<file path="config.mk">
export PLATFORM = sky130hd
export DESIGN_NAME = alu_unit
export DESIGN_NICKNAME = d
export VERILOG_FILES = /design/src/blimp_pkg.sv /design/src/alu_unit.sv
export SDC_FILE = /design/constraint.sdc
export NUM_CORES = 1
export LEC_CHECK = 0
export BUFFER_PORTS_ARGS = -buffer_cell sky130_fd_sc_hd__buf_2
export CORE_ASPECT_RATIO = 0.8
export CORE_MARGIN = 2
export CORE_UTILIZATION = 42
export CTS_CLUSTER_DIAMETER = 60
export DETAILED_ROUTE_END_ITERATION = 7
export GPL_TIMING_DRIVEN = 1
export PLACE_DENSITY = 0.7
export SLEW_MARGIN = 25
export SYNTH_ARGS = -nofsm -noshare
export SYNTH_HDL_FRONTEND = slang
export SYNTH_SLANG_ARGS = --single-unit
</file>
<file path="constraint.sdc">
create_clock -name clk -period 8 [get_ports clk]
set_input_delay 2 -clock clk [delete_from_list [all_inputs] [get_ports clk]]
set_output_delay 2 -clock clk [all_outputs]
set_load 0.01 [all_outputs]
</file>
<file path="src/blimp_pkg.sv">
// ----------------------------------------------------------------------
// Shared types for the blimp core.
// SEQ_BITS and PHYS_BITS are fixed here, so the top-level parameters
// must agree with them. Only ADD, ADDI and MUL are decoded.
// ----------------------------------------------------------------------
package blimp_pkg;

  // Fixed widths that the top level must match
  localparam int SEQ_BITS   = 5;
  localparam int PHYS_BITS  = 6;
  // Default multiplier depth
  localparam int MUL_STAGES = 4;

  typedef logic [31:0]          word_t;
  typedef logic [31:0]          addr_t;
  typedef logic [4:0]           arch_reg_t;
  typedef logic [SEQ_BITS-1:0]  seq_t;
  typedef logic [PHYS_BITS-1:0] phys_t;

  typedef enum logic [1:0] {OP_ADD, OP_ADDI, OP_MUL, OP_NOP} op_e;
  typedef enum logic {PIPE_ALU, PIPE_MUL} pipe_e;

  // --------------------------------------------------------------------
  // Inter-unit packets
  // --------------------------------------------------------------------

  typedef struct packed {logic valid; addr_t pc; word_t inst;} f_d_s;

  typedef struct packed {
    logic valid; seq_t seq; addr_t pc; op_e op;
    arch_reg_t waddr; phys_t pdst; logic wen;
    word_t op_a; word_t op_b;
  } d_x_s;

  typedef struct packed {
    logic valid; seq_t seq; addr_t pc;
    arch_reg_t waddr; phys_t pdst; logic wen; word_t result;
  } x_w_s;

  typedef struct packed {logic valid; phys_t pdst; logic wen; word_t data;} complete_s;

  typedef struct packed {
    logic valid; addr_t pc; arch_reg_t waddr; logic wen;
    word_t wdata; phys_t old_pdst;
  } commit_s;

  typedef struct packed {
    logic valid; seq_t seq; addr_t pc;
    arch_reg_t waddr; logic wen; phys_t old_pdst;
  } rob_alloc_s;

  // Tags carried unchanged from issue to writeback
  function automatic x_w_s to_x_w(d_x_s d, word_t value);
    x_w_s w;
    w.valid  = d.valid;
    w.seq    = d.seq;
    w.pc     = d.pc;
    w.waddr  = d.waddr;
    w.pdst   = d.pdst;
    w.wen    = d.wen;
    w.result = value;
    return w;
  endfunction

endpackage

</file>
<file path="src/alu_unit.sv">
// ----------------------------------------------------------------------
// Single-cycle adder pipe for ADD, ADDI and NOP.
// Result appears one cycle after issue; no back-pressure.
// ----------------------------------------------------------------------
module alu_unit (
  input  logic            clk,
  input  logic            rst,
  input  blimp_pkg::d_x_s issue,
  output blimp_pkg::x_w_s result
);
  import blimp_pkg::*;

  word_t sum;

  // ADDI already carries its immediate in op_b
  // NOP still flows through to keep commit order
  assign sum = (issue.op == OP_NOP) ? '0 : issue.op_a + issue.op_b;

  // ------------------------------------------------------------------
  // Output register
  // ------------------------------------------------------------------

  always_ff @(posedge clk) begin : out_reg
    if (rst) begin
      result.valid <= 1'b0;
    end else begin
      // Tags ride along with the sum
      result <= to_x_w(issue, sum);
    end
  end

endmodule

</file>
Word-level counts from Yosys, hierarchy flattened
Cells that the tools add are included.
{"block": "word_totals", "word_cells": 9, "regBits": 82, "output_inout_bits": 82}
{"block": "classes", "n_eq_ne": 1, "n_addsub": 1}
{"cell": "adder 32 bit", "count": 1}
{"cell": "equality test 2 bit (second input constant)", "count": 1}

Longest topological paths before layout
{"block": "logic_depth", "ltp_word": 1, "ltp_mapped": 9}

Worst setup path after synthesis
OpenSTA, ideal clock, no wires.
{"block": "synth_timing", "path_kind": "input-to-reg", "startpoint": "input issue[0] in the netlist's numbering", "endpoint": "register result[16] in the netlist's numbering, data pin", "t_required_ns": 7.734, "setup_ns": 0.266, "stages": 9, "path_buffers": 0, "path_slack_ns": 3.747, "arrival_ns": 3.987, "path_cell_list": "ha_1 > fa_1 > a21o_1 > a221oi_2 > o31ai_4 > a21bo_1 > a221oi_2 > xor2_1 > nor2_1"}
{"block": "synth_between", "elab_chain_len": 1}
{"item": "from (decl)", "line_no": "alu_unit.sv:8", "rtl": "input blimp_pkg::d_x_s issue,"}
{"item": "adder 32 bit", "line_no": "alu_unit.sv:17", "rtl": "assign sum = (issue.op == OP_NOP) ? '0 : issue.op_a + issue.op_b;"}
{"item": "to (signal assigned)", "line_no": "alu_unit.sv:28", "rtl": "result <= to_x_w(issue, sum);"}
{"item": "to (decl)", "line_no": "alu_unit.sv:9", "rtl": "output blimp_pkg::x_w_s result"}
No other way between the ends.
A chain may end at the register's enable or synchronous reset.

Worst setup path after layout
{"block": "layout_timing", "startpoint": "input issue[0] in the netlist's numbering", "endpoint": "register result[24] in the netlist's numbering, data pin"}
The elaborated chain is that of the path after synthesis.

==> impl_results.md <==
- # IOs: 200
- Cts bufs inserted: 9
- Worst path top cell family by delay: compound AO/OA/AOI/OAI gates
- Max Slew Vio Count: 0
- Yosys top cell area share: a little under three fifths
- Post-CTS setup buffers: 0
- DIE AREA: 0.0111 mm^2
- Post-synthesis cell count: around 360
- Library cells used by synthesis: between 50 and 60
- Post-Syn Nets: 505
- All-Layer GR Usage: 18.9%
- DP HPWL: 8660 um
- Final Critical Period: roughly 4300 ps
- Die Y: approximately 95 um
- RSZ-0062 raised after global routing: false
- Cell Rows: 33
- EDFF count, synth: between 80 and 90
- Worst VDD drop: 0.0000955 V
- Final RePlAce weighted congestion: approximately 0.85
- Initial Utilization: 42.6%
- # H-tree levels: 3
- Area contributors post-synth: edfxtp_1 (56%), ha_1 (9.0%), a21oi_1 (3.4%)
- First-pass iteration count of the detailed router: 4
- CP Depth: 10
- Number of max-cap violations: 0
- Clock Path Buffers: 2
- Setup crit end kind: flip-flop
- CP endpoint: result[24]
- Max-slew headroom: between 50% and 60%
- Worst EP arrival: about 4300 ps
- Reg clk slew, reported paths: 70 ps
- Setup WS post-layout: around 3700 ps
- Yosys Warn Count: 0
- Die W: approximately 120 um
- Final setup TNS: 0 ps
- Post-synthesis area per instance: about 12 um^2
- Status: finished clean
- Final wirelength: between 10000 and 15000 um
- Synthesized flop and latch total: just over 80
- PostCTS Resize Cnt: 0
- Routed Antenna Nets: 0
- Largest regs: result (82)
- Fraction of registers with async set or reset after synthesis: 0%
- Total gr overflow: 0
- Final instance area: about 0.0058 mm^2
- Core area: 0.0102 mm^2
- DR WL/cell: ~15 um
- CTS sink count: 82
- Hold Vio Cnt, Final: 0
- Cell Chain, Critical Path: buf_2 > ha_1 > fa_1 > a21o_1 > a221oi_2 > o31ai_4 > a211oi_2 > o21ai_1 > xnor2_1 > nor2_1
- Max stage delay on crit path: approximately 420 ps
- Worst-Margin Slew: between 700 and 800 ps
- CP bufs+invs: 1
- Vias in the first global route: about 3300
- Critical path launch point type: primary input
- Final nets: a little over 700
- Pre-CTS WS: roughly 3400 ps
- Layout cell share with drive strength beyond 1: about two fifths
- CTS tree: built
- Post-DP Area: between 0.005 and 0.006 mm^2
- Initial antenna violation count: 0
- Most used flip-flop cell after synthesis: edfxtp_1
- CTS root buffer: clkbuf_16
- Worst Path Max Fanout: 4
- Max reg flops: between 80 and 90
- Largest area contributor in the netlist: edfxtp_1
- Largest register by flop count: result
- Largest net degree at the start of global routing: 57
- Endpoints failing setup: 0
- Critical path's slowest cell: fa_1
- PortBufs: a little under 200
- Area growth syn-to-layout: 33.5%
- Final cycle utilization of the critical path: ~53%
- Fmax: between 200 and 250 MHz
- Register area share after synthesis: between 50% and 60%
- Worst hold-check path type: primary input to flip-flop
- PwrDens: roughly 210 mW/mm^2
- Setup CP Type: primary input to flip-flop
- First-pass GRT wire length: 16500 um
- Diode count: 0
- Mapped Area: ~0.0043 mm^2
- Post-synth top cells: edfxtp_1 (81), nor2_1 (38), ha_1 (31)
- Most common cell in the netlist: edfxtp_1
- LEAKAGE: between 2 and 3 nW
- DRC viols: 0
- Worst hold margin: around 1800 ps
- Post-CTS Hold Buffers: 0
- Vias: ~3500
- Worst path required time: 8070 ps
- Via/cell ratio: ~5.0
- Util after Layout: 56.9%
- Crit path from: issue[0]
- DRT iter0 DRCs: between 200 and 300
logic make-up (layout without fill, tap and decap cells):
kind of cell | after synthesis | after routing | synth area share (%)
compound gates | 98 | 98 | 16.9
xor+xnor | 25 | 25 | 5.06
fa+ha+maj | 32 | 32 | 9.43
buf+inv | 20 | 225 | 1.85
flops | 82 | 82 | 56.7
simple gates | 98 | 98 | 10.1
layout make-up:
cell class | instances | area [um^2]
clock buffers | 9 | 225
clock inverters | 7 | 88.8
fillers | 876 | 4380
inverters | 8 | 31.3
multi-input cells | 253 | 1790
flip-flops and latches | 82 | 2450
well taps | 140 | 175
repair buffers | 201 | 1010
metrics by stage:
stage / instances / power, mW
2_1_floorplan: 355 / 0.712
3_3_place_gp: 684 / 0.814
3_5_place_dp: 684 / 0.819
4_1_cts: 700 / 1.24
5_1_grt: 700 / 1.29
6_report: 700 / 1.23
worst min-delay path by stage:
stage	from	end	cells after the start
3_3_place_gp	issue[105]	result[71]	1
2_1_floorplan	rst	result[81]	1
3_5_place_dp	issue[114]	result[80]	1
5_1_grt	issue[113]	result[79]	1
6_report	issue[81]	result[47]	1
4_1_cts	issue[114]	result[80]	1
layout by cell type, fill, tap and decap left out, types with 6 or more instances in the layout:
| cell type | synthesis | routed |
|---|---|---|
| a21o_1 | 8 | 8 |
| a21oi_1 | 29 | 29 |
| buf_2 | 4 | 199 |
| clkbuf_16 | 0 | 9 |
| edfxtp_1 | 81 | 81 |
| ha_1 | 31 | 31 |
| inv_1 | 8 | 7 |
| nand2_1 | 28 | 28 |
| nand4_1 | 7 | 7 |
| nor2_1 | 38 | 38 |
| nor3_1 | 8 | 8 |
| o21a_1 | 6 | 6 |
| o21ai_0 | 15 | 15 |
| xnor2_1 | 14 | 14 |
| xor2_1 | 11 | 11 |
metal layers:
metal  track usage, %  vias to the layer above  wire length [um]
met2             31.1                      129              5090
met3             3.32                        9               661
met1             25.7                     1607              4920
li1                 -                     1752                 -
met4             6.22                        0               104
met5                0                        -                 0
where the power goes:
group	switching (mW)	internal (mW)	total [mW]
combinational	0.156	0.115	0.271
clock	0.171	0.248	0.418
sequential	0.0104	0.528	0.538
Power figures use the tool's default switching activity.
