[src/blimp_pkg.sv]
// ----------------------------------------------------------------------
// Shared types for the blimp core.
// SEQ_BITS and PHYS_BITS are fixed here, so the top-level parameters
// must agree with them. Only ADD, ADDI and MUL are decoded.
// ----------------------------------------------------------------------
package blimp_pkg;

  // Fixed widths that the top level must match
  localparam int SEQ_BITS   = 5;
  localparam int PHYS_BITS  = 6;
  // Default multiplier depth
  localparam int MUL_STAGES = 4;

  typedef logic [31:0]          word_t;
  typedef logic [31:0]          addr_t;
  typedef logic [4:0]           arch_reg_t;
  typedef logic [SEQ_BITS-1:0]  seq_t;
  typedef logic [PHYS_BITS-1:0] phys_t;

  typedef enum logic [1:0] {OP_ADD, OP_ADDI, OP_MUL, OP_NOP} op_e;
  typedef enum logic {PIPE_ALU, PIPE_MUL} pipe_e;

  // --------------------------------------------------------------------
  // Inter-unit packets
  // --------------------------------------------------------------------

  typedef struct packed {logic valid; addr_t pc; word_t inst;} f_d_s;

  typedef struct packed {
    logic valid; seq_t seq; addr_t pc; op_e op;
    arch_reg_t waddr; phys_t pdst; logic wen;
    word_t op_a; word_t op_b;
  } d_x_s;

  typedef struct packed {
    logic valid; seq_t seq; addr_t pc;
    arch_reg_t waddr; phys_t pdst; logic wen; word_t result;
  } x_w_s;

  typedef struct packed {logic valid; phys_t pdst; logic wen; word_t data;} complete_s;

  typedef struct packed {
    logic valid; addr_t pc; arch_reg_t waddr; logic wen;
    word_t wdata; phys_t old_pdst;
  } commit_s;

  typedef struct packed {
    logic valid; seq_t seq; addr_t pc;
    arch_reg_t waddr; logic wen; phys_t old_pdst;
  } rob_alloc_s;

  // Tags carried unchanged from issue to writeback
  function automatic x_w_s to_x_w(d_x_s d, word_t value);
    x_w_s w;
    w.valid  = d.valid;
    w.seq    = d.seq;
    w.pc     = d.pc;
    w.waddr  = d.waddr;
    w.pdst   = d.pdst;
    w.wen    = d.wen;
    w.result = value;
    return w;
  endfunction

endpackage

[src/pipelined_multiplier.sv]
// ----------------------------------------------------------------------
// Multiplier pipe, p_stages registers deep, keeps the low 32 bits.
// A new multiply may enter every cycle; p_stages must be at least 1.
// ----------------------------------------------------------------------
module pipelined_multiplier #(
  parameter int p_stages = blimp_pkg::MUL_STAGES
) (
  input  logic            clk,
  input  logic            rst,
  input  blimp_pkg::d_x_s issue,
  output blimp_pkg::x_w_s result
);
  import blimp_pkg::*;

  word_t product;
  x_w_s  stage [p_stages];

  // Low half of the product only
  assign product = issue.op_a * issue.op_b;

  // ------------------------------------------------------------------
  // Stage chain
  // ------------------------------------------------------------------

  always_ff @(posedge clk) begin : chain
    if (rst) begin
      // Only the valid bits need clearing
      for (int i = 0; i < p_stages; i++) stage[i].valid <= 1'b0;
    end else begin
      stage[0] <= to_x_w(issue, product);
      for (int i = 1; i < p_stages; i++) begin
        stage[i] <= stage[i-1];
      end
    end
  end

  // Last stage feeds writeback
  assign result = stage[p_stages-1];

endmodule

[config.mk]
export PLATFORM = sky130hd
export DESIGN_NAME = pipelined_multiplier
export DESIGN_NICKNAME = d
export VERILOG_FILES = /design/src/blimp_pkg.sv /design/src/pipelined_multiplier.sv
export SDC_FILE = /design/constraint.sdc
export NUM_CORES = 2
export LEC_CHECK = 0
export ABC_AREA = 1
export BUFFER_PORTS_ARGS = -buffer_cell sky130_fd_sc_hd__buf_2
export CAP_MARGIN = 10
export CORE_ASPECT_RATIO = 1.2
export CORE_UTILIZATION = 67
export CTS_BUF_LIST = sky130_fd_sc_hd__clkbuf_16
export DETAILED_ROUTE_END_ITERATION = 12
export GPL_TIMING_DRIVEN = 0
export HOLD_SLACK_MARGIN = 0.15
export PLACE_DENSITY = 0.9
export SETUP_SLACK_MARGIN = 0.05
export SYNTH_ARGS = -nofsm -noshare
export SYNTH_HDL_FRONTEND = slang
export SYNTH_SLANG_ARGS = --single-unit
[constraint.sdc]
create_clock -name clk -period 16.2 [get_ports clk]
set_input_delay 1.62 -clock clk [delete_from_list [all_inputs] [get_ports clk]]
set_output_delay 1.62 -clock clk [all_outputs]
set_load 0.01 [all_outputs]
# Yosys cells after proc, flatten, opt, wreduce, memory -nomap -nowiden
# Memories as Yosys holds them, arrays and structs flattened.
# Cells that the tools add are included.
[totals]
input_bits = 118
elab_cells = 13
ram_bits = 328
regBits = 0
output_inout_bits = 82
memories = 1
[classes]
bitwise = 4
mul = 1
n_mux = 7
[mem_list]
columns = ["name", "depth", "width", "rd", "rd_ports_with_merged_regs", "wr", "line", "text"]
rows = [
  ["stage", 4, 82, 4, 0, 4, "pipelined_multiplier.sv:16", "x_w_s stage [p_stages];"],
]
[ops]
columns = ["cell", "count"]
rows = [
  ["multiplier 32 x 32 -> 32 bit", 1],
  ["two-way mux 1 bit", 7],
  ["OR 1 bit", 4],
]

# Depth between registers and ports, before layout
[logic_depth]
depth_word = 3
depth_mapped = 32
ltp_nobuf = 30

# Worst setup path after synthesis
# OpenSTA, ideal clock, no wires.
[synth_timing]
path_type = "input-to-reg"
start = "input rst"
end = "memory stage[0][0] (netlist bit) (enable)"
cell_stages = 1
t_arrival_ps = 7856
slack_ps = 7672
cell_sequence = "inv_1"
[synth_rtl]
columns = ["item", "line", "text"]
rows = [
  ["start: declaration", "pipelined_multiplier.sv:9", "input logic rst,"],
  ["end: declaration", "pipelined_multiplier.sv:16", ""],
]

==> impl_metrics.env <==
export IMPL_max_slew_margin_pct=31.4
export IMPL_status="completed"
export IMPL_die_area_um2=41000
export IMPL_path_clk_slew_ns=0.07
export IMPL_via_count=18600
export IMPL_async_flop_share_pct=0
export IMPL_nNetsFinal=3512
export IMPL_setup_viol=0
export IMPL_finalHoldViolations=0
export IMPL_track_usage_pct=35.5
export IMPL_cap_violations=0
export IMPL_top_register="stage"
export IMPL_syn_inst=2662
export IMPL_fin_area_um2=29400
export IMPL_routedWlPerCell_um=20.2
export IMPL_num_rows=80
export IMPL_maxSlewViolCount=0
export IMPL_clock_latency_ns=0.53
export IMPL_clock_fmax_ghz=0.113
export IMPL_design_core_area_um2=39600
export IMPL_place_area_um2=28500
export IMPL_crit_type="in -> reg"
export IMPL_n_antenna_cell=0
export IMPL_crit_chain="buf_2 -> clkbuf_1 -> buf_1 -> nand2_1 -> inv_1 -> fa_1 -> inv_1 -> fa_1 -> fa_1 -> fa_1 -> inv_1 -> fa_1 -> inv_1 -> fa_1 -> inv_1 -> fa_1 -> fa_1 -> ha_1 -> nand2_1 -> nor4_2 -> nand4_1 -> nand3_1 -> a21oi_1 -> xnor2_1"
export IMPL_cts_hold_buf=0
export IMPL_postCtsSetupRepairBufs=0
export IMPL_clock_sinks=328
export IMPL_area_growth_pct=9.20
export IMPL_synth_seq_cells=328
export IMPL_synth_enable_flop_cells=324
export IMPL_die_h_um=221
export IMPL_yosysTopAreaCell="edfxtp_1"
export IMPL_fin_setup_tns_ns=0
export IMPL_portBuffers=173
export IMPL_finalClockSkew_ns=0.00827
export IMPL_dp_hpwl_um=53500
export IMPL_initial_utilization_pct=67.9
export IMPL_antenna_found_initial=1
export IMPL_ant_nets=0
export IMPL_path_common_cell="fa_1"
export IMPL_drt_iter0_drc=1562
export IMPL_nFillCells=2623
export IMPL_cp_max_fo=10
export IMPL_clockBufferDepth=3
export IMPL_yosysSeqAreaShare_pct=36.5
export IMPL_largest_register_ff_count=328
export IMPL_cp_arrival_ns=9.09
export IMPL_dr_pass1_iters=6
export IMPL_hold_path_class="reg -> reg"
export IMPL_yosysUniqueCellTypes=43
export IMPL_biggestRegsByFlops="stage (328)"
export IMPL_fin_crit_sh_pct=54.4
export IMPL_h_tree_depth=1
export IMPL_drive_above_1_share_pct=9.34
export IMPL_drcViolationCount=0
export IMPL_grt_pass1_wl_um=107000
export IMPL_cts_tree="done"
export IMPL_cts_resized=0
export IMPL_ctsRootBufferMaster="clkbuf_16"
export IMPL_cts_buffers=24
export IMPL_netlist_top_cells_area="edfxtp_1 (36%), fa_1 (30%), inv_1 (11%)"
export IMPL_grt_setup_unrepaired="no"
export IMPL_cpPeakStageDelay_ns=0.62
export IMPL_synth_warnings=0
export IMPL_yosysTopAreaCellShare_pct=36.2
export IMPL_syn_nets=3311
export IMPL_die_w_um=185
export IMPL_cp_slowest_cell="nor4_2"
export IMPL_grt_overflow=0
export IMPL_path_buf_inv=8
export IMPL_top_level_ports=200
export IMPL_crit_path_start_kind="input pin"
export IMPL_wl_um=69100
export IMPL_cp_end_kind="flip-flop"
export IMPL_syn_area_um2=26900
export IMPL_worstMarginPinSlew_ns=1.03
export IMPL_avgViaCountPerCell=5.45
export IMPL_place_congestion=1.01
export IMPL_min_period_ns=8.82
export IMPL_grt_max_degree=152
export IMPL_syn_area_per_cell_um2=10.1
export IMPL_required_ns=16.48
export IMPL_grt_pass1_vias=19800
export IMPL_synthFlopType="edfxtp_1"
export IMPL_cp_top_family="adder cells"
worst paths after layout:
| path | from | endpoint | slack, ns | cells past startpoint |
|---|---|---|---|---|
| worst min-delay path | stage[0][78] | stage[1][78] | 0.41 | 0 |
| worst min register to register | stage[0][78] | stage[1][78] | 0.41 | 0 |
| worst max-delay path | issue[3] | stage[0][27] | 7.38 | 24 |
| worst max register to register | stage[1][33] | stage[2][33] | 15.48 | 0 |
layer usage:
| metal | GRT usage (%) | up-vias | wire length, um |
|---|---|---|---|
| li1 | - | 8148 | - |
| met1 | 42.0 | 9084 | 24400 |
| met2 | 60.7 | 1095 | 34200 |
| met3 | 5.55 | 282 | 5960 |
| met4 | 21.5 | 2 | 4610 |
| met5 | 0 | - | 13 |
cell usage after synthesis (3+ instances only):
master    count
inv_1       787
a21o_1        3
clkbuf_1     70
xor2_1       23
ha_1        123
fa_1        408
buf_4        11
dfxtp_1       4
xnor2_1      15
buf_1         8
nand3b_1      9
nor3_1        3
buf_2        12
o21ai_0      15
edfxtp_1    324
buf_6         4
a31oi_1       5
nand2_2      11
nand3_1      41
nor2_1       27
a21oi_1      30
nand2_1     695
nand4_1       7
cell type report:
| cell class | instances | area (um2) | share of cell area, % |
|---|---|---|---|
| clock inverters | 19 | 253 | 0.860 |
| flip-flops and latches | 328 | 9810 | 33.4 |
| inverters | 790 | 2970 | 10.1 |
| repair buffers | 175 | 921 | 3.14 |
| well taps | 533 | 667 | 2.27 |
| clock buffers | 25 | 626 | 2.13 |
| plain buffers | 106 | 485 | 1.65 |
| multi-input cells | 1438 | 13600 | 46.4 |
layout by cell type, fill, tap and decap left out, types with 3 or more instances in the layout:
cell type	count
ha_1	123
dfxtp_1	4
fa_1	408
nand2_2	11
buf_1	8
nor2_1	27
nand3_1	41
nand2_1	695
clkinv_1	6
nor3_1	3
buf_4	11
xnor2_1	15
nand4_1	7
bufinv_16	6
clkbuf_16	25
o21ai_0	15
edfxtp_1	324
clkbuf_1	70
xor2_1	23
inv_1	787
a31oi_1	5
clkinv_2	3
buf_2	185
a21o_1	3
buf_6	4
a21oi_1	30
nand3b_1	9
logic make-up (layout without fill, tap and decap cells):
kind of cell | count (synthesis) | after routing | synth area share, %
buffers and inverters | 896 | 1115 | 12.8
and+or+nand+nor | 803 | 803 | 11.9
adders and majority gates | 531 | 531 | 36.1
DFF | 328 | 328 | 36.5
AOI/OAI and AO/OA | 65 | 65 | 1.41
xor gates and xnor gates | 39 | 39 | 1.30
stage by stage:
step                hold WS, ns  utilization, %  instances  worst slack (ns)
floorplan                 0.388               -       2662              7.67
global placement          0.397            71.7       3368              5.92
detailed placement        0.405            71.9       3370              7.02
CTS                       0.414            74.1       3414              7.56
global route              0.422            74.1       3414              7.23
finish                    0.411            74.1       3414              7.38
Power is not shown: default switching activity piles up to over one toggle a cycle in this logic, so the estimate is an artifact.
