[src/blimp_pkg.sv]
// ----------------------------------------------------------------------
// Shared types for the blimp core.
// SEQ_BITS and PHYS_BITS are fixed here, so the top-level parameters
// must agree with them. Only ADD, ADDI and MUL are decoded.
// ----------------------------------------------------------------------
package blimp_pkg;

  // Fixed widths that the top level must match
  localparam int SEQ_BITS   = 5;
  localparam int PHYS_BITS  = 6;
  // Default multiplier depth
  localparam int MUL_STAGES = 4;

  typedef logic [31:0]          word_t;
  typedef logic [31:0]          addr_t;
  typedef logic [4:0]           arch_reg_t;
  typedef logic [SEQ_BITS-1:0]  seq_t;
  typedef logic [PHYS_BITS-1:0] phys_t;

  typedef enum logic [1:0] {OP_ADD, OP_ADDI, OP_MUL, OP_NOP} op_e;
  typedef enum logic {PIPE_ALU, PIPE_MUL} pipe_e;

  // --------------------------------------------------------------------
  // Inter-unit packets
  // --------------------------------------------------------------------

  typedef struct packed {logic valid; addr_t pc; word_t inst;} f_d_s;

  typedef struct packed {
    logic valid; seq_t seq; addr_t pc; op_e op;
    arch_reg_t waddr; phys_t pdst; logic wen;
    word_t op_a; word_t op_b;
  } d_x_s;

  typedef struct packed {
    logic valid; seq_t seq; addr_t pc;
    arch_reg_t waddr; phys_t pdst; logic wen; word_t result;
  } x_w_s;

  typedef struct packed {logic valid; phys_t pdst; logic wen; word_t data;} complete_s;

  typedef struct packed {
    logic valid; addr_t pc; arch_reg_t waddr; logic wen;
    word_t wdata; phys_t old_pdst;
  } commit_s;

  typedef struct packed {
    logic valid; seq_t seq; addr_t pc;
    arch_reg_t waddr; logic wen; phys_t old_pdst;
  } rob_alloc_s;

  // Tags carried unchanged from issue to writeback
  function automatic x_w_s to_x_w(d_x_s d, word_t value);
    x_w_s w;
    w.valid  = d.valid;
    w.seq    = d.seq;
    w.pc     = d.pc;
    w.waddr  = d.waddr;
    w.pdst   = d.pdst;
    w.wen    = d.wen;
    w.result = value;
    return w;
  endfunction

endpackage

[src/fetch_unit.sv]
// ----------------------------------------------------------------------
// In-order fetch, PC + 4 only, no redirects.
// Memory must answer exactly one cycle after each request.
// At most one request in flight, so one instruction per two cycles.
// ----------------------------------------------------------------------
module fetch_unit (
  input  logic             clk,
  input  logic             rst,
  input  logic             dec_stall,
  output logic             inst_req,
  output blimp_pkg::addr_t inst_addr,
  input  logic             inst_rsp_val,
  input  blimp_pkg::word_t inst_rsp_data,
  output blimp_pkg::f_d_s  fetch
);
  import blimp_pkg::*;

  addr_t pc;
  addr_t req_pc;
  logic  pending;
  logic  buf_val;
  word_t buf_inst;

  // New request only once the previous word has left for decode
  assign inst_req  = !rst && !pending && !buf_val && !dec_stall;
  assign inst_addr = pc;

  // Fresh response or the held word, never both
  always_comb begin : to_decode
    fetch.valid = inst_rsp_val || buf_val;
    fetch.pc    = req_pc;
    fetch.inst  = buf_val ? buf_inst : inst_rsp_data;
  end

  always_ff @(posedge clk) begin : ctrl
    if (rst) begin
      pc      <= '0;
      pending <= 1'b0;
      buf_val <= 1'b0;
    end else begin
      pending <= inst_req;
      // Hold the word while decode stalls
      buf_val <= fetch.valid && dec_stall;
      if (inst_req) pc <= pc + 32'd4;
    end
  end

  always_ff @(posedge clk) begin : payload
    if (inst_req) req_pc <= pc;
    if (inst_rsp_val) buf_inst <= inst_rsp_data;
  end

endmodule

[config.mk]
export PLATFORM = sky130hd
export DESIGN_NAME = fetch_unit
export DESIGN_NICKNAME = d
export VERILOG_FILES = /design/src/blimp_pkg.sv /design/src/fetch_unit.sv
export SDC_FILE = /design/constraint.sdc
export NUM_CORES = 1
export LEC_CHECK = 0
export BUFFER_PORTS_ARGS = -buffer_cell sky130_fd_sc_hd__buf_4
export CORE_MARGIN = 2
export CORE_UTILIZATION = 49
export CTS_CLUSTER_DIAMETER = 40
export DETAILED_ROUTE_END_ITERATION = 10
export PLACE_DENSITY = 0.85
export SKIP_CTS_REPAIR_TIMING = 1
export SLEW_MARGIN = 20
export SYNTH_ARGS = -nofsm -noshare
export SYNTH_HDL_FRONTEND = slang
export SYNTH_SLANG_ARGS = --single-unit
[constraint.sdc]
create_clock -name clk -period 3.18 [get_ports clk]
set_clock_uncertainty 0.1 [all_clocks]
set_input_delay 0.159 -clock clk [delete_from_list [all_inputs] [get_ports clk]]
set_output_delay 0.159 -clock clk [all_outputs]
set_load 0.05 [all_outputs]
-- After elaboration in Yosys (flattened, before gate mapping)
Index checks and enable logic that the tools add are counted.
- add/sub/neg operators: 1
- $mul: 0
- div/mod/pow operators: 0
- magnitude comparators: 0
- equal/unequal tests: 0
- shift-type cells: 0
- mux-type cells: 1
- bitwise gates (word level): 0
- reduce and logical (&&, ||, !) cells: 9
- operator list (operator ; count):
    32-bit by 3-bit adder with 32-bit output (second input constant) ; 1
    32-bit two-way mux ; 1
    1-bit logical AND ; 4
    1-bit zero test ; 4
    1-bit logical OR ; 1
- register bits: 98
- bits in latches: 0
- RAM bits: 0
- memory bits (read-only): 0
- input bits: 36
- output and inout port bits: 98
- memories kept: 0

-- Longest topological paths before layout
- word-level depth: 4
- mapped depth: 7
- depth with buffers taken out: 6

-- Least setup slack after synthesis
No wires, ideal clock.
- kind: flip-flop to flip-flop
- start point: register buf_val
- end point: register pc[5], in the netlist inst_addr[5]
- data arrival time: 2.458 ns
- data required time: 2.952 ns
- slack: 0.495 ns
- cell stages (with the launch flop): 8
- path buffers: 2
- period minus slack after synthesis: 2.685 ns
- cells stage by stage: dfxtp_1 buf_6 or4_4 buf_6 inv_1 nand4_1 xor2_1 nor2_1
- longest elaborated chain between the ends: 3
- RTL lines (what ; line ; RTL):
    start, declared ; fetch_unit.sv:21 ; logic buf_val;
    start signal, assigned ; fetch_unit.sv:43 ; buf_val <= fetch.valid && dec_stall;
    1-bit zero test ; fetch_unit.sv:25 ; assign inst_req = !rst && !pending && !buf_val && !dec_stall;
    1-bit logical AND (2 in series) ; fetch_unit.sv:25 ;
    net inst_req ; fetch_unit.sv:10 ; output logic inst_req,
    end signal, assigned ; fetch_unit.sv:44 ; if (inst_req) pc <= pc + 32'd4;
    end, declared ; fetch_unit.sv:18 ; addr_t pc;
The timed path passes the listed nets, and every way through them passes these cells.
A chain may end at the register's enable or synchronous reset.

-- Final worst setup path
- start point: input dec_stall
- end point: output inst_req
- longest elaborated chain between the ends: 2
- RTL lines (what ; line ; RTL):
    start, declared ; fetch_unit.sv:9 ; input logic dec_stall,
    1-bit zero test ; fetch_unit.sv:25 ;
    1-bit logical AND ; fetch_unit.sv:25 ;
    end, declared ; fetch_unit.sv:10 ;
No other way between the ends.

==> flow_summary.json <==
{
  "status": "finished, final reports clean",
  "switchingPower_w": 0.000679,
  "clk_pin_slew_worst_paths_ps": 80,
  "holdWs_ps": 99.7,
  "grt_pass1_wl_um": 12100,
  "synth_top_flop_cell": "edfxtp_1",
  "cts_buffers": 9,
  "p_total_w": 0.00254,
  "path_common_cell": "buf_4",
  "cp_max_fo": 20,
  "drc": 0,
  "htreeDepth": 3,
  "fin_ws_ps": 578,
  "avgRoutedWirePerCell_um": 16.4,
  "netlist_area_um2": 3720,
  "ant_nets": 0,
  "dpl.cell_count": 489,
  "cp_slowest_cell": "inv_1",
  "worstPathArrival_ps": 2340,
  "seqPwrFrac_pct": 53.9,
  "area_growth_pct": 41.9,
  "maxSlewHeadroom_pct": 50.4,
  "rows": 31,
  "p_comb_share_pct": 17.3,
  "final_common_cell": "buf_4",
  "first_pass_iters": 4,
  "worstSetupStartpointType": "primary input",
  "hold_class": "in -> reg",
  "netlist_instances": 268,
  "synthDistinctLibCells": 32,
  "antenna_found_initial": 0,
  "switching_share_pct": 26.7,
  "rsz0062_at_grt": "no",
  "yosysTopAreaCell": "edfxtp_1",
  "drt-initial-drc-count": 105,
  "p_per_area_nw_per_um2": 482,
  "final_cell_mix": "132 x buf_4, 62 x edfxtp_1, 33 x dlygate4sd3_1",
  "clockRootBuffer": "clkbuf_8",
  "start_util_pct": 51.0,
  "drv_cap": 0,
  "synth-edff-count": 62,
  "synth_seq_cells": 94,
  "fin_crit_sh_pct": 81.8,
  "hold_violations": 0,
  "boundaryPins": 134,
  "antenna_cells": 0,
  "grt_pass1_vias": 2332,
  "gp_routability_congestion": 0.762,
  "power_leakage_nw": 2.16,
  "power.share.clock_pct": 28.8,
  "slew_viol_final": 0,
  "vias_per_cell": 5.01,
  "yosysWarningCount": 0,
  "synth.yosys.seq_area_share_pct": 67.3,
  "layout_min_cycle_time_ps": 2600,
  "layout.nets": 471,
  "required_ps": 2920,
  "setup_viol": 0,
  "cts.sink_count": 94,
  "detailedPlace.worstSlack_ps": 813,
  "die_area_um2": 8300,
  "overflow": 0,
  "synth.top_cell.area_share_pct": 50.1,
  "setup_tns_ps": 0,
  "grt_max_degree": 41,
  "numPortBuffers": 129,
  "synthTopCellsByArea": "edfxtp_1 50%, dfxtp_1 17%, mux2_2 9.7%",
  "synth.avg_cell_area_um2": 13.9,
  "max_stage_delay_ps": 580,
  "drive_above_1_share_pct": 41.9,
  "routed_wl_um": 8820,
  "cts.path.max_buffers": 2,
  "worstSetupPathType": "in -> out",
  "p_int_w": 0.00186,
  "core-area_um2": 7290,
  "cp_cell_sequence": "dlygate4sd3_1, buf_4, or4_4, inv_1, buf_4",
  "fin_cells": 538,
  "num_vias": 2698,
  "die-height_um": 91.1,
  "cp-end-kind": "primary output",
  "clkLatencyLatePin_ps": 350,
  "dp_hpwl_um": 5600,
  "nFillCells": 488,
  "die_w_um": 91.1,
  "track_usage_pct": 18.8,
  "fmax_ghz": 0.384,
  "peakVddDrop_mv": 0.252,
  "cts_tree": "built",
  "async_flop_share_pct": 0,
  "tightest_slew_ps": 744
}
## power by group through the flow
stage	combinational, W	sequential, W	clock (W)
floorplan	0.000205	0.00146	0
global placement	0.000397	0.00140	0
detailed placement	0.000400	0.00140	0
CTS	0.000402	0.00137	0.000755
global route	0.000456	0.00138	0.000807
finish	0.000439	0.00137	0.000732
## cell families (layout without fill, tap and decap cells)
logic type,count (synthesis),count (layout),synth area share (%)
mux,35,35,10.6
flops,94,94,67.3
xor+xnor,21,21,4.94
compound gates,4,4,0.673
simple gates,95,95,13.6
buf+inv,17,185,2.52
other cells,1,4,0.101
fa+ha+maj,1,1,0.336
## sequential cells by signal, summed over array words and instances, names as in the netlist
signal and cells:
inst_addr 30, req_pc 30, pending 1, buf_val 1, buf_inst 32
## path summary, 6_finish.rpt
path | startpoint | end | slack, ps | depth (start not counted)
max reg2reg | buf_val | inst_addr[29] | 900 | 5
min reg2reg | inst_addr[31] | req_pc[31] | 400 | 0
max | dec_stall | inst_req | 580 | 5
min | rst | inst_addr[18] | 100 | 2
## layout make-up
type | instances | area (µm²) | area share (%)
sequential | 94 | 2500 | 47.4
clock buffer | 10 | 128 | 2.42
multi-input combinational | 160 | 1130 | 21.5
inverter | 4 | 15.0 | 0.284
clock inverter | 6 | 53.8 | 1.02
tap | 99 | 124 | 2.35
timing repair buffer | 165 | 1320 | 25.0
## Yosys cell counts, types with 3 or more instances
cell type / count
edfxtp_1: 62
dfxtp_1: 32
mux2_2: 32
nor2_1: 30
nand2_1: 17
xor2_1: 14
nand4_1: 10
nand3_1: 8
nor2b_1: 8
clkbuf_1: 7
xnor2_1: 7
nor3_1: 5
buf_4: 4
inv_1: 4
mux2_1: 3
## per-stage QoR
step                cell area [µm²]  util, %
global placement               4770     65.4
finish                         5280     72.4
detailed placement             4770     65.4
CTS                            4950     67.9
floorplan                      3730        -
global route                   5280     72.4
## worst max-delay path, delay by kind of cell
kind                   cells  cell delay [ps]
and+or+nand+nor            1              570
buffers and inverters      4             1590
## routing by layer
metal  part of all wire (%)  GRT usage, %
met1                     43          25.3
met2                     49          29.0
met3                    6.9          5.81
met4                    1.4          6.44
met5                      0             0
Note: power is estimated with default switching activity, not from simulation.
