**src/blimp_pkg.sv**
```systemverilog
// ----------------------------------------------------------------------
// Shared types for the blimp core.
// SEQ_BITS and PHYS_BITS are fixed here, so the top-level parameters
// must agree with them. Only ADD, ADDI and MUL are decoded.
// ----------------------------------------------------------------------
package blimp_pkg;

  // Fixed widths that the top level must match
  localparam int SEQ_BITS   = 5;
  localparam int PHYS_BITS  = 6;
  // Default multiplier depth
  localparam int MUL_STAGES = 4;

  typedef logic [31:0]          word_t;
  typedef logic [31:0]          addr_t;
  typedef logic [4:0]           arch_reg_t;
  typedef logic [SEQ_BITS-1:0]  seq_t;
  typedef logic [PHYS_BITS-1:0] phys_t;

  typedef enum logic [1:0] {OP_ADD, OP_ADDI, OP_MUL, OP_NOP} op_e;
  typedef enum logic {PIPE_ALU, PIPE_MUL} pipe_e;

  // --------------------------------------------------------------------
  // Inter-unit packets
  // --------------------------------------------------------------------

  typedef struct packed {logic valid; addr_t pc; word_t inst;} f_d_s;

  typedef struct packed {
    logic valid; seq_t seq; addr_t pc; op_e op;
    arch_reg_t waddr; phys_t pdst; logic wen;
    word_t op_a; word_t op_b;
  } d_x_s;

  typedef struct packed {
    logic valid; seq_t seq; addr_t pc;
    arch_reg_t waddr; phys_t pdst; logic wen; word_t result;
  } x_w_s;

  typedef struct packed {logic valid; phys_t pdst; logic wen; word_t data;} complete_s;

  typedef struct packed {
    logic valid; addr_t pc; arch_reg_t waddr; logic wen;
    word_t wdata; phys_t old_pdst;
  } commit_s;

  typedef struct packed {
    logic valid; seq_t seq; addr_t pc;
    arch_reg_t waddr; logic wen; phys_t old_pdst;
  } rob_alloc_s;

  // Tags carried unchanged from issue to writeback
  function automatic x_w_s to_x_w(d_x_s d, word_t value);
    x_w_s w;
    w.valid  = d.valid;
    w.seq    = d.seq;
    w.pc     = d.pc;
    w.waddr  = d.waddr;
    w.pdst   = d.pdst;
    w.wen    = d.wen;
    w.result = value;
    return w;
  endfunction

endpackage

```
**src/writeback_commit_unit.sv**
```systemverilog
// ----------------------------------------------------------------------
// Writeback and in-order commit through a reorder buffer.
// ROB depth is 2**p_seq_bits, indexed by sequence number.
// Head retires one cycle after its done bit is recorded.
// ----------------------------------------------------------------------
module writeback_commit_unit #(
  parameter int p_seq_bits = blimp_pkg::SEQ_BITS
) (
  input  logic                       clk,
  input  logic                       rst,
  input  blimp_pkg::x_w_s            alu_result,
  input  blimp_pkg::x_w_s            mul_result,
  input  blimp_pkg::rob_alloc_s      rob_alloc,
  output blimp_pkg::complete_s [1:0] complete,
  output blimp_pkg::commit_s         commit,
  output logic                       rob_full
);
  import blimp_pkg::*;

  localparam int DEPTH = 1 << p_seq_bits;

  typedef logic [p_seq_bits-1:0] idx_t;

  // Static part of an entry, written at allocation
  typedef struct packed {addr_t pc; arch_reg_t waddr; logic wen; phys_t old_pdst;} rob_entry_s;

  rob_entry_s         rob_entry [DEPTH];
  word_t              rob_data  [DEPTH];
  logic [DEPTH-1:0]   rob_done;
  idx_t               head;
  idx_t               tail;
  logic [p_seq_bits:0] count;
  x_w_s [1:0]         results;
  logic               retire;

  assign results = {mul_result, alu_result};

  // --------------------------------------------------------------------
  // Completion notices back to decode
  // --------------------------------------------------------------------

  always_comb begin : notify
    for (int i = 0; i < 2; i++) begin
      complete[i].valid = results[i].valid;
      complete[i].pdst  = results[i].pdst;
      complete[i].wen   = results[i].wen;
      complete[i].data  = results[i].result;
    end
  end

  // Head retires when done
  assign retire   = (count != '0) && rob_done[head];
  // Full when pointers meet with entries outstanding
  assign rob_full = (head == tail) && count[p_seq_bits];

  always_comb begin : commit_out
    commit.valid    = retire;
    commit.pc       = rob_entry[head].pc;
    commit.waddr    = rob_entry[head].waddr;
    commit.wen      = rob_entry[head].wen;
    commit.wdata    = rob_data[head];
    commit.old_pdst = rob_entry[head].old_pdst;
  end

  // --------------------------------------------------------------------
  // Pointers and done bits
  // --------------------------------------------------------------------

  always_ff @(posedge clk) begin : rob_ctrl
    if (rst) begin
      head     <= '0;
      tail     <= '0;
      count    <= '0;
      rob_done <= '0;
    end else begin
      for (int i = 0; i < 2; i++) begin
        if (results[i].valid) rob_done[idx_t'(results[i].seq)] <= 1'b1;
      end
      if (rob_alloc.valid) begin
        rob_done[idx_t'(rob_alloc.seq)] <= 1'b0;
        tail <= tail + 1'b1;
      end
      if (retire) head <= head + 1'b1;
      case ({rob_alloc.valid, retire})
        2'b10:   count <= count + 1'b1;
        2'b01:   count <= count - 1'b1;
        default: count <= count;
      endcase
    end
  end

  always_ff @(posedge clk) begin : rob_payload
    if (rob_alloc.valid) begin
      rob_entry[idx_t'(rob_alloc.seq)] <= '{rob_alloc.pc, rob_alloc.waddr,
                                            rob_alloc.wen, rob_alloc.old_pdst};
    end
    for (int i = 0; i < 2; i++) begin
      if (results[i].valid) rob_data[idx_t'(results[i].seq)] <= results[i].result;
    end
  end

endmodule

```
**config.mk**
```make
export PLATFORM = sky130hd
export DESIGN_NAME = writeback_commit_unit
export DESIGN_NICKNAME = d
export VERILOG_FILES = /design/src/blimp_pkg.sv /design/src/writeback_commit_unit.sv
export SDC_FILE = /design/constraint.sdc
export NUM_CORES = 2
export LEC_CHECK = 0
export BUFFER_PORTS_ARGS = -buffer_cell sky130_fd_sc_hd__buf_4
export CAP_MARGIN = 20
export CORE_MARGIN = 3
export CORE_UTILIZATION = 56
export CTS_CLUSTER_DIAMETER = 40
export DETAILED_ROUTE_END_ITERATION = 7
export PLACE_DENSITY = 0.76
export SLEW_MARGIN = 20
export SYNTH_ARGS = -nofsm -noshare
export SYNTH_HDL_FRONTEND = slang
export SYNTH_SLANG_ARGS = --single-unit
```
**constraint.sdc**
```tcl
create_clock -name clk -period 3.5 [get_ports clk]
set_clock_uncertainty 0.1 [all_clocks]
set_input_delay 0.175 -clock clk [delete_from_list [all_inputs] [get_ports clk]]
set_output_delay 0.175 -clock clk [all_outputs]
set_load 0.01 [all_outputs]
```
* Word-level counts from Yosys, hierarchy flattened
Memories as Yosys holds them, arrays and structs flattened. A register that Yosys moved wholly into a read port is not among the register bits. Index checks and enable logic that the tools add are counted.
Word-level totals: logic and storage cells 55, bits in writable memories 2432, bits of input ports 216, memories 2, bits in registers 48, output and inout bits 158
Memory list:
- rob_entry | words 32, width 44, read ports 1, clocked after Yosys merged registers in 1, wr ports 1, RTL line writeback_commit_unit.sv:27 | rob_entry_s rob_entry [DEPTH];
- rob_data | words 32, width 32, read ports 1, clocked after Yosys merged registers in 1, wr ports 2, RTL line writeback_commit_unit.sv:28 | word_t rob_data [DEPTH];
Operators by class: bitwise logic cells 4, equal/unequal tests 3, $add $sub $neg 4, reductions and logical operators 7, multiplexer cells 24, order comparisons 7
Operators by type and width (number):
- two-way mux 32 bit | 5
- OR 32 bit | 2
- AND 32 bit | 1
- inverter 32 bit | 1
- < comparator 5 x 6 -> 1 bit (second input constant) | 4
- two-way mux 5 bit | 4
- demux 1 bit (select 5 bit) | 3
- greater-or-equal comparator 5 x 1 -> 1 bit (second input constant) | 3
- case mux 6 bit (2 select lines) | 1
- adder 5 x 1 -> 5 bit (second input constant) | 2
- two-way mux 1 bit | 10
- adder 6 x 1 -> 6 bit (second input constant) | 1
- nonzero test 6 bit | 1
- subtractor 6 x 1 -> 6 bit (second input constant) | 1
- binary-select mux 1 bit (select 5 bit) | 1
- == test 5 bit | 1
- logical AND 1 bit | 5
- == test 2 x 1 -> 1 bit (second input constant) | 1
- == test 2 bit (second input constant) | 1
- nonzero test 2 bit | 1

* Logic depth before layout (Yosys ltp)
word-level depth 12, depth in mapped cells 16, mapped depth without buffers 14

* Least setup slack after synthesis
OpenSTA, ideal clock, no wires.
path kind in2reg, start point in alu_result[77] (netlist name), end point mem rob_data[0][0] (netlist name), enable pin, setup time 468 ps, data required time 2932 ps, buffers on the path 1, cell stages on the path 3, setup slack -227 ps, arrival 3159 ps, cell sequence or3b_2 clkbuf_1 o21ai_0
RTL lines:
- start: declaration | RTL line writeback_commit_unit.sv:11 | input blimp_pkg::x_w_s alu_result,
- end: declaration | RTL line writeback_commit_unit.sv:28

==> flow_summary.yaml <==
run_status:
  outcome: "finished, violations left"
  violations: "setup timing"
power:
  pwr-share-seq: 0.466
  p_sw_frac: 0.217
  irDropWorstVdd_mv: 0.484
  p_leak_nw: 41.7
  p_clk_frac: 0.492
  cellPowerDensity_nw_per_um2: 546
  combPwrFrac: 0.042
  p_int_w: 0.0561
  power_w: 0.0716
  p_sw_w: 0.0155
worst_setup_path:
  arrival_ps: 3540
  critPathBufInv: 5
  cpPeakStageDelay_ps: 550
  path_cells: "buf_12, buf_16, buf_16, clkbuf_16, mux4_2, mux4_2, mux2_4, buf_6"
  path_class: "register to output pin"
  critical_path.top_delay_family: "multiplexers"
  cp.required_ps: 3220
  cp-end-kind: "output pin"
  path_max_fanout: 7
  cp-start-kind: "register"
  slowest_stage: "mux4_2"
detailed_routing:
  avgViaCountPerCell: 7.01
  totalWireLength_mm: 332
  wl_per_cell_um: 38.6
  drt_iter0_markers: 9016
  first_pass_iters: 5
  post-route-drc-count: 0
  ant_nets: 0
  vias: 60345
final_layout:
  fill_cells: 11233
  syn_to_final_growth_pct: 21.4
  stdcell_count: 8609
  nNetsFinal: 6043
  drive_gt1_frac: 0.520
global_route:
  grt_pass1_vias: 61534
  antenna_found_initial: 15
  groute.usage.overall: 0.331
  grt_pass1_wl_mm: 462
  grt_remaining_overflow: 0
  grt_max_degree: 51
place:
  portBuffers: 271
  dp_hpwl_mm: 160
  gp_congestion: 0.825
  place_ws_ps: 77.0
  place_inst: 7716
logic_synthesis:
  synth_nets: 5452
  ys_warn_count: 0
  syn_inst: 5231
  synth-seq-cells: 2485
  synth_edf_count: 2432
  ys.flop_type: "edfxtp_1"
  synthArstFlopShare: 0
  synth_cell_types: 43
  syn_area_um2: 108000
  avgSynthCellArea_um2: 20.7
  yosysSeqAreaShare: 0.686
sta:
  period_share: 1.09
  fmax_mhz: 262
  setup_violations: 76
  finalHoldViolCount: 0
  holdWs_ps: 58.8
  worstMarginPinSlew_ps: 1200
  fin_setup_tns_ps: -17130
  grt_setup_unrepaired: "true"
  setup_ws_ps: -313
  max_slew_margin: 0.199
  slew_violations: 0
  period_needed_ps: 3810
die:
  fp.dieArea_um2: 198000
  core-area_um2: 191000
  fp.dieH_um: 445
  die_w_um: 445
  start_util: 0.566
  ios: 374
  rows: 160
cts:
  htreeDepth: 5
  cts_made_buffers: 343
  clock-root-buffer: "clkbuf_16"
  clkTransAtPathRegs_ps: 60
  clock_path_buffers: 4
  clk_latency_ps: 960
  cts_tree: "yes"
  clock-sinks: 2485
min_path:
  hp-class: "input port to register"
flow_run:
  maxCapViolCount: 0
## flip-flops by register name, summed over array words and instances (netlist names), named ones only
name       cells
count          6
rob_entry   1408
tail           5
rob_data    1024
head           5
rob_done      32
## final timing paths
check,start,endpoint,slack [ps],depth (start not counted)
setup / recovery,register,commit[21],-310,8
setup reg to reg,head[0],count[5],140,12
hold / removal,rob_alloc[12],rob_entry[29][12],60,2
hold reg to reg,rob_done[22],rob_done[22],400,2
## kinds of logic (layout without fill, tap and decap cells)
logic type      after synthesis  after routing  synth area share
compound gates               54             54           0.00295
xor+xnor                     16             16           0.00130
fa+ha+maj                     5              5          0.000579
buf+inv                     574           1429            0.0245
flops                      2485           2485             0.686
mux                        1875           1875             0.275
other cells                   0             12                 0
simple gates                222            222           0.00983
## power groups by stage
stage | Combinational, W | Clock (W) | Sequential (W)
floorplan | 0.00157 | 0 | 0.0339
global placement | 0.00253 | 0 | 0.0339
detailed placement | 0.00262 | 0 | 0.0339
CTS | 0.00293 | 0.0353 | 0.0333
global route | 0.00318 | 0.0366 | 0.0334
finish | 0.00302 | 0.0352 | 0.0334
## worst register-to-register path, delay by kind of cell (launching register included)
family / cells / cell delay, ps
fa+ha+maj: 1 / 220
mux: 2 / 840
buf+inv: 2 / 250
compound gates: 3 / 580
flops: 1 / 410
simple gates: 4 / 830
## stage by stage
stage | cell area (um^2) | util
6_report | 131000 | 0.687
4_1_cts | 130000 | 0.682
2_1_floorplan | 108000 | -
5_1_grt | 131000 | 0.687
3_5_place_dp | 115000 | 0.602
3_3_place_gp | 115000 | 0.602
## layout by cell type (no fill, tap or decap), types with 8 or more instances in the layout
| master | n |
|---|---|
| buf_12 | 135 |
| buf_16 | 54 |
| buf_4 | 365 |
| buf_6 | 70 |
| bufinv_16 | 39 |
| clkbuf_1 | 35 |
| clkbuf_16 | 374 |
| clkinv_1 | 30 |
| clkinv_2 | 28 |
| clkinv_4 | 32 |
| clkinvlp_4 | 37 |
| dfxtp_1 | 47 |
| diode_2 | 12 |
| dlygate4sd3_1 | 166 |
| edfxtp_1 | 2432 |
| inv_6 | 38 |
| inv_8 | 9 |
| mux2_1 | 8 |
| mux2_2 | 1023 |
| mux2_4 | 71 |
| mux4_2 | 766 |
| nand2_1 | 12 |
| nand2_2 | 16 |
| nand3_1 | 10 |
| nand3b_1 | 17 |
| nor2_1 | 52 |
| nor2_4 | 48 |
| nor3_1 | 34 |
| o21ai_4 | 16 |
| o22ai_4 | 16 |
| or3_1 | 8 |
| xor2_1 | 12 |
## layout make-up
class | count | area [um^2] | share of cell area
inverters | 4 | 15.0 | 0.000114
well taps | 2511 | 3140 | 0.0239
multi-input cells | 2172 | 32400 | 0.247
flip-flops and latches | 2485 | 74100 | 0.565
clock inverters | 220 | 2530 | 0.0193
clock buffers | 389 | 8970 | 0.0684
diodes | 12 | 30.0 | 0.000229
repair buffers | 816 | 10000 | 0.0763
## synth_stat cells (10+ instances only)
library cell	count	area [um^2]
o21ai_0	21	105
mux4_2	766	17300
dfxtp_1	53	1060
nor2_1	100	375
clkbuf_1	345	1290
nand3_1	10	50.1
mux2_2	1094	12300
buf_4	82	616
o22ai_1	17	106
edfxtp_1	2432	73000
buf_6	14	158
buf_1	65	244
nand2_1	28	105
nand3b_1	17	128
xor2_1	12	105
nor3_1	34	170
buf_2	64	320
## repair_timing
action                     in CTS  in global routing
gates cloned                   38                 24
setup endpoints to repair      76                 78
resized for setup             188                 55
hold buffers                  166                  0
setup buffers                  26                 22
hold endpoints to repair     2564                  0
pin swaps                       0                  2
## metal layers
layer	global-route usage	routed length [um]
met1	0.413	111000
met2	0.549	166000
met5	0	0
met3	0.0697	35300
met4	0.172	19600
(Power assumes the default switching activity.)
